## src/hw/mac_pkg.sv

```systemverilog
`default_nettype none

package mac_pkg;

    typedef logic [7:0]  byte_t;
    typedef logic [15:0] pkt_addr_t;

    typedef enum logic [2:0] {
        op_read       = 3'd0,
        op_read_len   = 3'd1,
        op_read_next  = 3'd2,
        op_write      = 3'd3,
        op_write_len  = 3'd4,
        op_write_next = 3'd5
    } mac_op_e;

    typedef struct packed {
        mac_op_e   op;
        pkt_addr_t address;
        byte_t     value;
    } host_req_t;

    // fill side of a ring, write into the open slot, commit pushes it
    typedef struct packed {
        logic      write;
        logic      commit;
        pkt_addr_t addr;
        byte_t     data;
        pkt_addr_t len;
    } fill_req_t;

    typedef struct packed {
        pkt_addr_t addr;
        logic      release_slot; // frees the oldest slot
    } drain_req_t;

    typedef struct packed {
        byte_t data;
        logic  en;
        logic  er;
    } gmii_tx_t;

    typedef struct packed {
        byte_t data;
        logic  dv;
        logic  er;
    } gmii_rx_t;

    typedef enum logic [2:0] {tx_idle, tx_preamble, tx_sfd, tx_data, tx_fcs, tx_gap} tx_state_e;
    typedef enum logic [1:0] {rx_idle, rx_preamble, rx_data, rx_drop} rx_state_e;

    localparam byte_t preamble_byte = 8'h55;
    localparam byte_t sfd_byte      = 8'hd5;
    localparam int    preamble_len  = 7;
    localparam int    ifg_cycles    = 12;

    localparam logic [31:0] crc_init    = 32'hffff_ffff;
    localparam logic [31:0] crc_residue = 32'hdebb_20e3; // reflected form of c704dd7b

    localparam int default_ring_depth  = 4;
    localparam int default_packet_size = 64;

    // reflected crc-32, one byte per call, lsb first as on the wire
    function automatic logic [31:0] next_crc32(input byte_t data, input logic [31:0] crc);
        logic [31:0] c;
        c = crc;
        for (int i = 0; i < 8; i++) begin
            c = (c[0] ^ data[i]) ? ((c >> 1) ^ 32'hedb8_8320) : (c >> 1);
        end
        return c;
    endfunction

endpackage

`default_nettype wire
```

## src/hw/packet_mac.sv

```systemverilog
`timescale 1ns/1ps
`default_nettype none

module packet_mac import mac_pkg::*; #(
    parameter int ring_depth  = default_ring_depth,
    parameter int packet_size = default_packet_size
) (
    input  logic      clock,
    input  logic      reset,
    input  logic      op_start,
    input  host_req_t op_req,
    output logic      op_done,
    output pkt_addr_t op_result,
    output gmii_tx_t  gmii_tx,
    input  gmii_rx_t  gmii_rx
);

    fill_req_t  tx_fill;
    fill_req_t  rx_fill;
    drain_req_t tx_drain;
    drain_req_t rx_drain;
    logic       tx_full;
    logic       rx_full;
    logic       tx_valid;
    logic       rx_valid;
    pkt_addr_t  tx_len;
    pkt_addr_t  rx_len;
    byte_t      tx_byte;
    byte_t      rx_byte;

    // host fills, tx engine drains
    packet_ring #(.ring_depth(ring_depth), .packet_size(packet_size)) tx_ring (
        .clock       (clock),
        .reset       (reset),
        .fill        (tx_fill),
        .fill_full   (tx_full),
        .drain       (tx_drain),
        .drain_valid (tx_valid),
        .drain_len   (tx_len),
        .drain_data  (tx_byte)
    );

    // rx engine fills, host drains
    packet_ring #(.ring_depth(ring_depth), .packet_size(packet_size)) rx_ring (
        .clock       (clock),
        .reset       (reset),
        .fill        (rx_fill),
        .fill_full   (rx_full),
        .drain       (rx_drain),
        .drain_valid (rx_valid),
        .drain_len   (rx_len),
        .drain_data  (rx_byte)
    );

    host_port #(.packet_size(packet_size)) host_port_i (
        .clock     (clock),
        .reset     (reset),
        .op_start  (op_start),
        .op_req    (op_req),
        .op_done   (op_done),
        .op_result (op_result),
        .tx_fill   (tx_fill),
        .tx_full   (tx_full),
        .rx_drain  (rx_drain),
        .rx_valid  (rx_valid),
        .rx_len    (rx_len),
        .rx_data   (rx_byte)
    );

    gmii_tx #(.packet_size(packet_size)) gmii_tx_i (
        .clock       (clock),
        .reset       (reset),
        .drain_valid (tx_valid),
        .drain_len   (tx_len),
        .drain_data  (tx_byte),
        .drain       (tx_drain),
        .gmii_tx     (gmii_tx)
    );

    gmii_rx #(.packet_size(packet_size)) gmii_rx_i (
        .clock     (clock),
        .reset     (reset),
        .gmii_rx   (gmii_rx),
        .fill_full (rx_full),
        .fill      (rx_fill)
    );

endmodule

`default_nettype wire

```

## src/hw/gmii_rx.sv

```systemverilog
`timescale 1ns/1ps
`default_nettype none

module gmii_rx import mac_pkg::*; #(
    parameter int packet_size = default_packet_size
) (
    input  logic      clock,
    input  logic      reset,
    input  gmii_rx_t  gmii_rx,
    input  logic      fill_full,
    output fill_req_t fill
);

    localparam pkt_addr_t max_bytes = pkt_addr_t'(packet_size + 4); // data plus fcs

    rx_state_e   state;
    logic [2:0]  pre_cnt;  // preamble bytes seen
    pkt_addr_t   count;    // bytes stored, fcs included
    logic [31:0] crc;
    logic        err_seen;
    logic        commit_q;
    logic        frame_ok;

    assign frame_ok = (crc == crc_residue)
                   && (count >= 16'd4)
                   && (count <= max_bytes)
                   && !err_seen
                   && !fill_full;

    always_comb begin
        fill.write  = (state == rx_data) && gmii_rx.dv;
        fill.commit = commit_q;
        fill.addr   = count;
        fill.data   = gmii_rx.data;
        fill.len    = count - 16'd4; // strip fcs
    end

    always_ff @(posedge clock) begin
        if (reset) begin
            state    <= rx_idle;
            pre_cnt  <= '0;
            count    <= '0;
            commit_q <= 1'b0;
        end else begin
            commit_q <= 1'b0;
            case (state)
                rx_idle: if (gmii_rx.dv) begin
                    if (!gmii_rx.er && gmii_rx.data == preamble_byte) begin
                        state   <= rx_preamble;
                        pre_cnt <= 3'd1;
                    end else begin
                        state <= rx_drop;
                    end
                end

                rx_preamble: begin
                    if (!gmii_rx.dv) begin
                        state <= rx_idle;
                    end else if (gmii_rx.er) begin
                        state <= rx_drop;
                    end else if (gmii_rx.data == preamble_byte
                                 && pre_cnt != 3'(preamble_len)) begin
                        pre_cnt <= pre_cnt + 1'b1;
                    end else if (gmii_rx.data == sfd_byte
                                 && pre_cnt == 3'(preamble_len)) begin
                        state    <= rx_data;
                        count    <= '0;
                        crc      <= crc_init;
                        err_seen <= 1'b0;
                    end else begin
                        state <= rx_drop;
                    end
                end

                rx_data: begin
                    if (gmii_rx.dv) begin
                        if (count <= max_bytes) begin
                            count <= count + 1'b1; // saturates one past max
                        end
                        crc <= next_crc32(gmii_rx.data, crc);
                        if (gmii_rx.er) begin
                            err_seen <= 1'b1;
                        end
                    end else begin
                        commit_q <= frame_ok; // dv fell, decide
                        state    <= rx_idle;
                    end
                end

                rx_drop: if (!gmii_rx.dv) begin
                    state <= rx_idle;
                end

                default: state <= rx_idle;
            endcase
        end
    end

endmodule

`default_nettype wire

```

## src/hw/gmii_tx.sv

```systemverilog
`timescale 1ns/1ps
`default_nettype none

module gmii_tx import mac_pkg::*; #(
    parameter int packet_size = default_packet_size
) (
    input  logic       clock,
    input  logic       reset,
    input  logic       drain_valid,
    input  pkt_addr_t  drain_len,
    input  byte_t      drain_data,
    output drain_req_t drain,
    output gmii_tx_t   gmii_tx
);

    tx_state_e   state;
    logic [3:0]  cnt;     // preamble, fcs and gap
    pkt_addr_t   rd_addr; // one ahead of the byte going out
    logic [31:0] crc;
    logic        last_fcs;

    assign last_fcs = (state == tx_fcs) && (cnt == 4'd3);

    always_comb begin
        drain.addr         = rd_addr;
        drain.release_slot = last_fcs;
    end

    always_ff @(posedge clock) begin
        if (reset) begin
            state   <= tx_idle;
            cnt     <= '0;
            gmii_tx <= '0;
        end else begin
            gmii_tx.er <= 1'b0;
            case (state)
                tx_idle: if (drain_valid) begin
                    state        <= tx_preamble;
                    cnt          <= '0;
                    rd_addr      <= '0;
                    crc          <= crc_init;
                    gmii_tx.en   <= 1'b1;
                    gmii_tx.data <= preamble_byte;
                end

                tx_preamble: begin
                    if (cnt == 4'(preamble_len - 1)) begin
                        state        <= tx_sfd;
                        gmii_tx.data <= sfd_byte;
                        rd_addr      <= 16'd1; // byte 0 already in drain_data
                    end else begin
                        cnt <= cnt + 1'b1;
                    end
                end

                // rd_addr - 1 bytes are out in both states
                tx_sfd, tx_data: begin
                    if (rd_addr == drain_len + 16'd1) begin
                        state        <= tx_fcs;
                        cnt          <= '0;
                        gmii_tx.data <= ~crc[7:0];
                        crc          <= crc >> 8;
                    end else begin
                        state        <= tx_data;
                        gmii_tx.data <= drain_data;
                        crc          <= next_crc32(drain_data, crc);
                        rd_addr      <= rd_addr + 1'b1;
                    end
                end

                tx_fcs: begin
                    if (last_fcs) begin
                        state      <= tx_gap;
                        cnt        <= '0;
                        gmii_tx    <= '0;
                    end else begin
                        cnt          <= cnt + 1'b1;
                        gmii_tx.data <= ~crc[7:0]; // lsb byte first
                        crc          <= crc >> 8;
                    end
                end

                tx_gap: begin
                    if (cnt == 4'(ifg_cycles - 1)) begin
                        state <= tx_idle;
                    end else begin
                        cnt <= cnt + 1'b1;
                    end
                end

                default: state <= tx_idle;
            endcase
        end
    end

    // slot lengths come from the host side of the ring
    a_len_fits : assert property (
        @(posedge clock) disable iff (reset)
        drain_valid |-> drain_len <= pkt_addr_t'(packet_size)
    ) else $error("gmii_tx: committed length larger than a slot");

endmodule

`default_nettype wire

```

## src/hw/host_port.sv

```systemverilog
`timescale 1ns/1ps
`default_nettype none

module host_port import mac_pkg::*; #(
    parameter int packet_size = default_packet_size
) (
    input  logic       clock,
    input  logic       reset,
    input  logic       op_start,
    input  host_req_t  op_req,
    output logic       op_done,
    output pkt_addr_t  op_result,
    output fill_req_t  tx_fill,
    input  logic       tx_full,
    output drain_req_t rx_drain,
    input  logic       rx_valid,
    input  pkt_addr_t  rx_len,
    input  byte_t      rx_data
);

    logic      busy;     // stage 1, ring access cycle
    host_req_t req_q;
    pkt_addr_t fill_len; // bytes in the open tx slot
    pkt_addr_t res_q;
    logic      use_byte; // result comes from the rx byte
    logic      addr_ok;
    logic      in_range;
    logic      accept;

    assign accept   = op_start && !busy;
    assign addr_ok  = (req_q.address < pkt_addr_t'(packet_size));
    assign in_range = rx_valid && (req_q.address < rx_len);

    always_comb begin
        tx_fill.write  = busy && (req_q.op == op_write) && addr_ok;
        tx_fill.commit = busy && (req_q.op == op_write_next) && !tx_full;
        tx_fill.addr   = req_q.address;
        tx_fill.data   = req_q.value;
        tx_fill.len    = fill_len;

        rx_drain.addr         = req_q.address;
        rx_drain.release_slot = busy && (req_q.op == op_read_next) && rx_valid;
    end

    assign op_result = use_byte ? {8'h00, rx_data} : res_q;

    always_ff @(posedge clock) begin
        if (reset) begin
            busy     <= 1'b0;
            op_done  <= 1'b0;
            fill_len <= '0;
        end else begin
            busy    <= accept;
            op_done <= busy;
            if (tx_fill.write && req_q.address >= fill_len) begin
                fill_len <= req_q.address + 16'd1;
            end else if (tx_fill.commit) begin
                fill_len <= '0;
            end
        end
    end

    // stage 2 result, valid with op_done
    always_ff @(posedge clock) begin
        if (accept) begin
            req_q <= op_req;
        end
        use_byte <= 1'b0;
        res_q    <= '0;
        if (busy) begin
            case (req_q.op)
                op_read:       use_byte <= in_range;
                op_read_len:   res_q <= rx_valid ? rx_len : '0;
                op_read_next:  res_q <= pkt_addr_t'(!rx_valid);
                op_write:      res_q <= pkt_addr_t'(!addr_ok);
                op_write_len:  res_q <= fill_len;
                op_write_next: res_q <= pkt_addr_t'(tx_full);
                default:       ;
            endcase
        end
    end

    // host has to wait for op_done
    a_no_overlap : assert property (
        @(posedge clock) disable iff (reset) op_start |-> !busy
    ) else $error("host_port: op_start while an operation is in flight");

endmodule

`default_nettype wire

```

## src/hw/packet_ring.sv

```systemverilog
`timescale 1ns/1ps
`default_nettype none

module packet_ring import mac_pkg::*; #(
    parameter int ring_depth  = default_ring_depth,
    parameter int packet_size = default_packet_size
) (
    input  logic       clock,
    input  logic       reset,
    input  fill_req_t  fill,
    output logic       fill_full,
    input  drain_req_t drain,
    output logic       drain_valid,
    output pkt_addr_t  drain_len,
    output byte_t      drain_data
);

    localparam int ptr_w = (ring_depth > 1) ? $clog2(ring_depth) : 1;
    localparam int aw    = (packet_size > 1) ? $clog2(packet_size) : 1;

    typedef logic [ptr_w-1:0] slot_t;

    byte_t     mem     [ring_depth][packet_size];
    pkt_addr_t len_tab [ring_depth];

    slot_t head;  // open fill slot
    slot_t tail;  // oldest committed slot
    slot_t count; // committed slots, never above ring_depth - 1

    assign fill_full   = (count == slot_t'(ring_depth - 1));
    assign drain_valid = (count != '0);
    assign drain_len   = len_tab[tail];

    // ------------------------------------------------------------
    // pointers and occupancy
    // ------------------------------------------------------------
    always_ff @(posedge clock) begin
        if (reset) begin
            head  <= '0;
            tail  <= '0;
            count <= '0;
        end else begin
            if (fill.commit) begin
                head <= (head == slot_t'(ring_depth - 1)) ? '0 : head + 1'b1;
            end
            if (drain.release_slot) begin
                tail <= (tail == slot_t'(ring_depth - 1)) ? '0 : tail + 1'b1;
            end
            case ({fill.commit, drain.release_slot})
                2'b10:   count <= count + 1'b1;
                2'b01:   count <= count - 1'b1;
                default: ;
            endcase
        end
    end

    // ------------------------------------------------------------
    // storage
    // ------------------------------------------------------------
    always_ff @(posedge clock) begin
        if (fill.write && fill.addr < pkt_addr_t'(packet_size)) begin
            mem[head][fill.addr[aw-1:0]] <= fill.data;
        end
        if (fill.commit) begin
            len_tab[head] <= fill.len;
        end
        drain_data <= mem[tail][drain.addr[aw-1:0]]; // one cycle read
    end

    // clients must look at full / valid before they strobe
    a_commit_has_room : assert property (
        @(posedge clock) disable iff (reset) fill.commit |-> !fill_full
    ) else $error("packet_ring: commit with no free slot");

    a_release_has_slot : assert property (
        @(posedge clock) disable iff (reset) drain.release_slot |-> drain_valid
    ) else $error("packet_ring: release on an empty ring");

endmodule

`default_nettype wire

```

## config.mk

```make
export PLATFORM = sky130hd
export DESIGN_NAME = packet_mac
export DESIGN_NICKNAME = d
export VERILOG_FILES = /design/src/hw/mac_pkg.sv /design/src/hw/packet_mac.sv /design/src/hw/gmii_rx.sv /design/src/hw/gmii_tx.sv /design/src/hw/host_port.sv /design/src/hw/packet_ring.sv
export SDC_FILE = /design/constraint.sdc
export NUM_CORES = 2
export LEC_CHECK = 0
export BUFFER_PORTS_ARGS = -buffer_cell sky130_fd_sc_hd__buf_2
export CAP_MARGIN = 20
export CORE_AREA = 2 2 835 837
export DETAILED_ROUTE_END_ITERATION = 8
export DIE_AREA = 0 0 837 839
export PLACE_DENSITY_LB_ADDON = 0.08
export SKIP_LAST_GASP = 1
export SLEW_MARGIN = 20
export SYNTH_ARGS = -nofsm -noshare
export SYNTH_HDL_FRONTEND = slang
export SYNTH_MEMORY_MAX_BITS = 65536
export SYNTH_SLANG_ARGS = --single-unit
export TNS_END_PERCENT = 10
```

## constraint.sdc

```tcl
create_clock -name clock -period 4.5 [get_ports clock]
set_input_delay 1.35 -clock clock [delete_from_list [all_inputs] [get_ports clock]]
set_output_delay 1.35 -clock clock [all_outputs]
set_load 0.02 [all_outputs]
```

; After elaboration in Yosys (flattened, before gate mapping)
; Memories as Yosys holds them, arrays and structs flattened. A register that Yosys moved wholly into a read port is not among the register bits.
; Index checks and enable logic that the tools add are counted.
[totals]
mem_bits_rw = 4224
n_memories = 4
ff_bits = 210
in_bits = 40
[op_classes]
reduce_logical = 60
add_sub_neg = 15
order_cmp = 11
mux = 114
n_eq_ne = 53
bitwise = 39
[memory_table]
columns = name, depth, width, rd, rd_clocked_by_memory_dff, wr, line_no
row1 = rx_ring.mem, 4, 512, 1, 1, 1, packet_ring.sv:23  ; byte_t mem [ring_depth][packet_size];
row2 = tx_ring.mem, 4, 512, 1, 1, 1, packet_ring.sv:23
row3 = rx_ring.len_tab, 4, 16, 1, 1, 1, packet_ring.sv:24  ; pkt_addr_t len_tab [ring_depth];
row4 = tx_ring.len_tab, 4, 16, 1, 1, 1, packet_ring.sv:24
[ops]
columns = operator, count
row1 = two-way mux 512 bit, 2
row2 = two-way mux 32 bit, 24
row3 = NOT 13 -> 14 bit, 16
row4 = two-way mux 16 bit, 13
row5 = binary-select mux 8 bit (select 6 bit), 2
row6 = demux 8 bit (select 6 bit), 2
row7 = one-hot mux 32 bit (3 select lines), 1
row8 = one-hot mux 16 bit (5 select lines), 1
row9 = two-way mux 8 bit, 9
row10 = "adder 16 x 1 -> 16 bit, second input constant", 4
row11 = one-hot mux 32 bit (2 select lines), 1
row12 = one-hot mux 16 bit (3 select lines), 1
row13 = two-way mux 2 bit, 19
row14 = "== test 32 bit, second input constant", 1
row15 = "< comparator 16 x 7 -> 1 bit, second input constant", 2
row16 = one-hot mux 16 bit (2 select lines), 1
row17 = one-hot mux 8 bit (4 select lines), 1
row18 = two-way mux 3 bit, 10
row19 = logical AND 1 bit, 22
row20 = "inequality test 2 bit, second input constant", 11
row21 = "greater-or-equal comparator 7 bit, second input constant", 3
row22 = NOT 6 -> 7 bit, 3
row23 = "== test 2 bit, second input constant", 10
row24 = two-way mux 4 bit, 5
row25 = other kinds (50), 128

; Depth between registers and ports, before layout
[logic_depth]
word_depth = 18
ltp_mapped = 15

; Cells and area by module
; A second synthesis with hierarchy kept.
[hier_totals]
cells_unflattened = 8899
area_unflattened_um2 = 175817.4
[by_module_without_submodules]
columns = module, area_per_inst_um2, instances, cells_each
row1 = packet_ring (rx_ring), 82608.0, 1, 3921
row2 = packet_ring (tx_ring), 82308.9, 1, 3878
row3 = gmii_tx, 4186.5, 1, 459
row4 = host_port, 3402.0, 1, 336
row5 = gmii_rx, 3311.9, 1, 305

; Worst setup path before layout
; OpenSTA, ideal clock, no wires.
[synth_path]
kind = input to register
from = input port gmii_rx[7] (netlist bit)
to = register gmii_rx_i.err_seen (enable)
required_ps = 4204
setup_time_ps = 296
arrival_ps = 4422
stages = 6
path_slack_ps = -218
cell_sequence = nand4b_1 or4b_2 nor3_1 inv_1 a21oi_1 o21a_1
[synth_between]
elab_chain_cells = 4
[synth_rtl]
columns = element, line_no
row1 = "start, declared", packet_mac.sv:15  ; input gmii_rx_t gmii_rx
row2 = == test 8 x 7 -> 1 bit or == test 8 bit (tied branches), "gmii_rx.sv:61, gmii_rx.sv:64"
row3 = "logical AND 1 bit, on equally long branches", "gmii_rx.sv:62, gmii_rx.sv:65"
row4 = inequality test 2 bit (no line) or inequality test 2 x 1 -> 1 bit (tied branches), n/a
row5 = AND reduction 8 bit (no line) *, n/a
row6 = "end signal, assigned", gmii_rx.sv:69  ; err_seen <= 1'b0;
row7 = "end signal, assigned", gmii_rx.sv:82  ; err_seen <= 1'b1;
row8 = "end, declared", gmii_rx.sv:20  ; logic err_seen;
; Mark *: on every way between the ends. The rest lies on a longest branch, timed or not.
; A chain may end at the register's enable or synchronous reset.

==> impl_metrics.yaml <==
status:
  status: "finished, final reports clean"
floorplanning:
  die_w_um: 837
  die_area_um2: 702000
  rows: 306
  ios: 67
  coreArea_um2: 693000
  start_util_pct: 25.0
  die_h_um: 839
job:
  maxCapViolCount: 0
worst_setup_path:
  slowest_stage: "dfxtp_4"
  critPathMaxStageDelay_ns: 0.62
  crit_chain: "mux4_2, nand3_1, nor4_1, nand4_1, or3_1, a32oi_4, nand2_4, mux2_1, a211oi_1"
  arrival_ns: 4.99
  required_ns: 5.36
  worst-setup-path-type: "reg -> reg"
  cp-end-kind: "flip-flop"
  path_max_fanout: 39
  start_kind: "flip-flop"
layout:
  multiInputGateArea_um2: 39000
  utilization_pct: 29.9
  final_common_cell: "edfxtp_1"
  syn_to_final_growth_pct: 19.8
  drive_above_1_share_pct: 30.6
  final_cell_mix: "edfxtp_1 (4,332), mux4_2 (1,224), buf_4 (779), nor2_1 (617), clkbuf_16 (546)"
  final_cells: 18700
  num-fill-cells: 67600
  fin_nets: 9187
  seqCellArea_um2: 132000
sta:
  clock.fmax_mhz: 242
  worst_slew_pin_slew_ns: 1.20
  grt_setup_unrepaired: "no"
  slew_viol_final: 0
  setup_violations: 0
  worst_slack_ns: 0.371
  post-route-period-util_pct: 91.7
  fin_crit_ns: 4.13
  setup_tns_ns: 0
  maxSlewHeadroom_pct: 19.7
  finalClockSkew_ns: 0.0753
  hold_viol: 0
grt:
  grt_pass1_wl_mm: 742
  antenna_found_initial: 38
  grt_usage_pct: 14.9
  grt_max_degree: 181
  grt_pass1_vias: 89700
  grt_overflow_total: 0
synth:
  ys_ff_latch: 4437
  synth_area_um2: 173000
  yosysUniqueCellTypes: 69
  synth_ff_type: "edfxtp_1"
  synth-async-reset-ratio_pct: 0
  synth_area_leaders: "edfxtp_1 (75%), mux4_2 (16%), nor2_1 (1.3%)"
  synth_edf_count: 4332
  ys_warn_count: 0
  yosysTopAreaCell: "edfxtp_1"
  syn_avg_cell_area_um2: 21.4
  synth_top_area_share_pct: 75.2
  synthesis.nets: 8176
  syn_inst: 8081
  seq_area_frac_synth_pct: 76.4
hold_path:
  min_from: "gmii_rx_i.pre_cnt[2]$_SDFFE_PP0P_"
  hold_path_class: "reg -> reg"
clocking:
  ctsResizeCount: 0
  cts_buffer_depth: 4
  htreeDepth: 6
  clk_pin_slew_ns: 0.06
  insertion_delay_ns: 1.05
  clock_sinks: 4437
  cts_buffers: 529
  cts-root-buf: "clkbuf_16"
  cts_tree: "done"
  post-cts-setup-buffer-count: 0
  ctsHoldBuffers: 0
placed_design:
  gp_congestion: 0.743
  dp.cells: 17800
  pre_cts_ws_ns: 0.200
  io_buffers: 65
  place.detailed.hpwl_mm: 338
routing:
  wl_per_cell_um: 28.6
  drt-total-wl_mm: 535
  drt_iter0_markers: 6983
  drc: 0
  viasPerCell: 4.50
  drtAntennaViolNets: 0
  drtPass1Iterations: 8
  num_vias: 84400
pwr:
  fin_total_pwr_w: 0.0882
  p_sw_w: 0.0186
  internal-power_w: 0.0696
  p_clk_share_pct: 46.2
  ir_drop_mv: 0.373
  seqPwrFrac_pct: 51.6
  comb_power_share_pct: 2.2
  p_per_area_nw_per_um2: 425
  p_leak_nw: 62.3
  switching_share_pct: 21.1
cell type report:
class                           instances  share of cell area (%)
Antenna cell                           11                  0.0133
Clock buffer                          652                    6.79
Clock inverter                        279                    1.04
Inverter                               64                   0.116
Multi-Input combinational cell       3130                    18.8
Sequential cell                      4437                    63.8
Tap cell                             9240                    5.58
Timing Repair Buffer                  930                    3.85
layer usage:
layer | wire, µm | vias up | share of wire (%) | GRT usage, %
met2 | 268000 | 1687 | 50 | 25.8
met5 | 0 | - | 0 | 0
met3 | 19400 | 582 | 3.6 | 1.94
li1 | - | 35900 | - | -
met4 | 10400 | 0 | 1.9 | 2.85
met1 | 238000 | 46200 | 44 | 20.2
through the flow:
step                cell area [µm²]  hold WS (ns)
floorplan                    173000         0.436
global placement             191000         0.446
detailed placement           191000         0.463
CTS                          207000         0.360
global route                 207000         0.402
finish                       207000         0.468
worst paths after layout:
path / to / slack (ns) / depth (start not counted)
setup / recovery: gmii_tx_i.crc[10]$_DFFE_PP_ / 0.37 / 9
hold / removal: gmii_rx_i.pre_cnt[2]$_SDFFE_PP0P_ / 0.47 / 2
setup reg to reg: gmii_tx_i.crc[10]$_DFFE_PP_ / 0.37 / 9
hold reg to reg: gmii_rx_i.pre_cnt[2]$_SDFFE_PP0P_ / 0.47 / 2
logic make-up (layout without fill, tap and decap cells):
kind of cell / count (synthesis) / in the layout / share of synthesized area, %
compound gates: 499 / 499 / 2.06
xor+xnor: 176 / 176 / 0.891
fa+ha+maj: 55 / 55 / 0.398
buf+inv: 514 / 1925 / 1.17
flops: 4437 / 4437 / 76.4
mux: 1248 / 1248 / 16.1
other cells: 1 / 12 / 0.00217
simple gates: 1151 / 1151 / 3.01
flip-flops by register name (all words and copies together) (netlist names), 3 cells and up, named ones only:
register,cells
gmii_tx_i.gmii_tx,9
host_port_i.res_q,16
tx_ring.drain_data,8
gmii_tx_i.crc,32
host_port_i.rx_drain,16
rx_ring.mem,2048
gmii_rx_i.pre_cnt,3
host_port_i.req_q,3
gmii_tx_i.state,3
tx_ring.len_tab,64
gmii_rx_i.crc,32
gmii_tx_i.cnt,4
rx_ring.len_tab,64
host_port_i.fill_len,16
rx_ring.drain_data,8
host_port_i.tx_fill,8
gmii_tx_i.rd_addr,16
tx_ring.mem,2048
gmii_rx_i.count,16
cells in the mapped netlist, drive strengths merged, types with 9 or more instances:
cell type and instances:
a211oi 18, a21o 13, a21oi 46, a22oi 304, a31oi 15, and2 18, and3 23, and4 17
buf 144, clkbuf 306, dfxtp 105, edfxtp 4332, ha 55, inv 63, mux2 10, mux2i 14
mux4 1224, nand2 170, nand2b 10, nand3 70, nand4 94, nor2 620, nor2b 19, nor3 54
nor4 15, o211ai 9, o21ai 41, o311ai 9, or3 12, xnor2 107, xor2 69
worst max-delay path, delay by kind of cell, from the launching register on:
kind	cells	cell delay [ns]
muxes	2	0.84
and+or+nand+nor	5	1.72
DFF	1	0.62
AOI/OAI and AO/OA	2	0.72
power by group through the flow:
stage | registers (W) | clock network, W | logic [W]
after detailed placement | 0.0463 | 0 | 0.00207
final | 0.0455 | 0.0407 | 0.00198
after floorplan | 0.0465 | 0 | 0.000593
after CTS | 0.0455 | 0.0421 | 0.00207
after global routing | 0.0455 | 0.0436 | 0.00215
after global placement | 0.0463 | 0 | 0.00202
No activity file was read; power rests on OpenSTA's default activity.
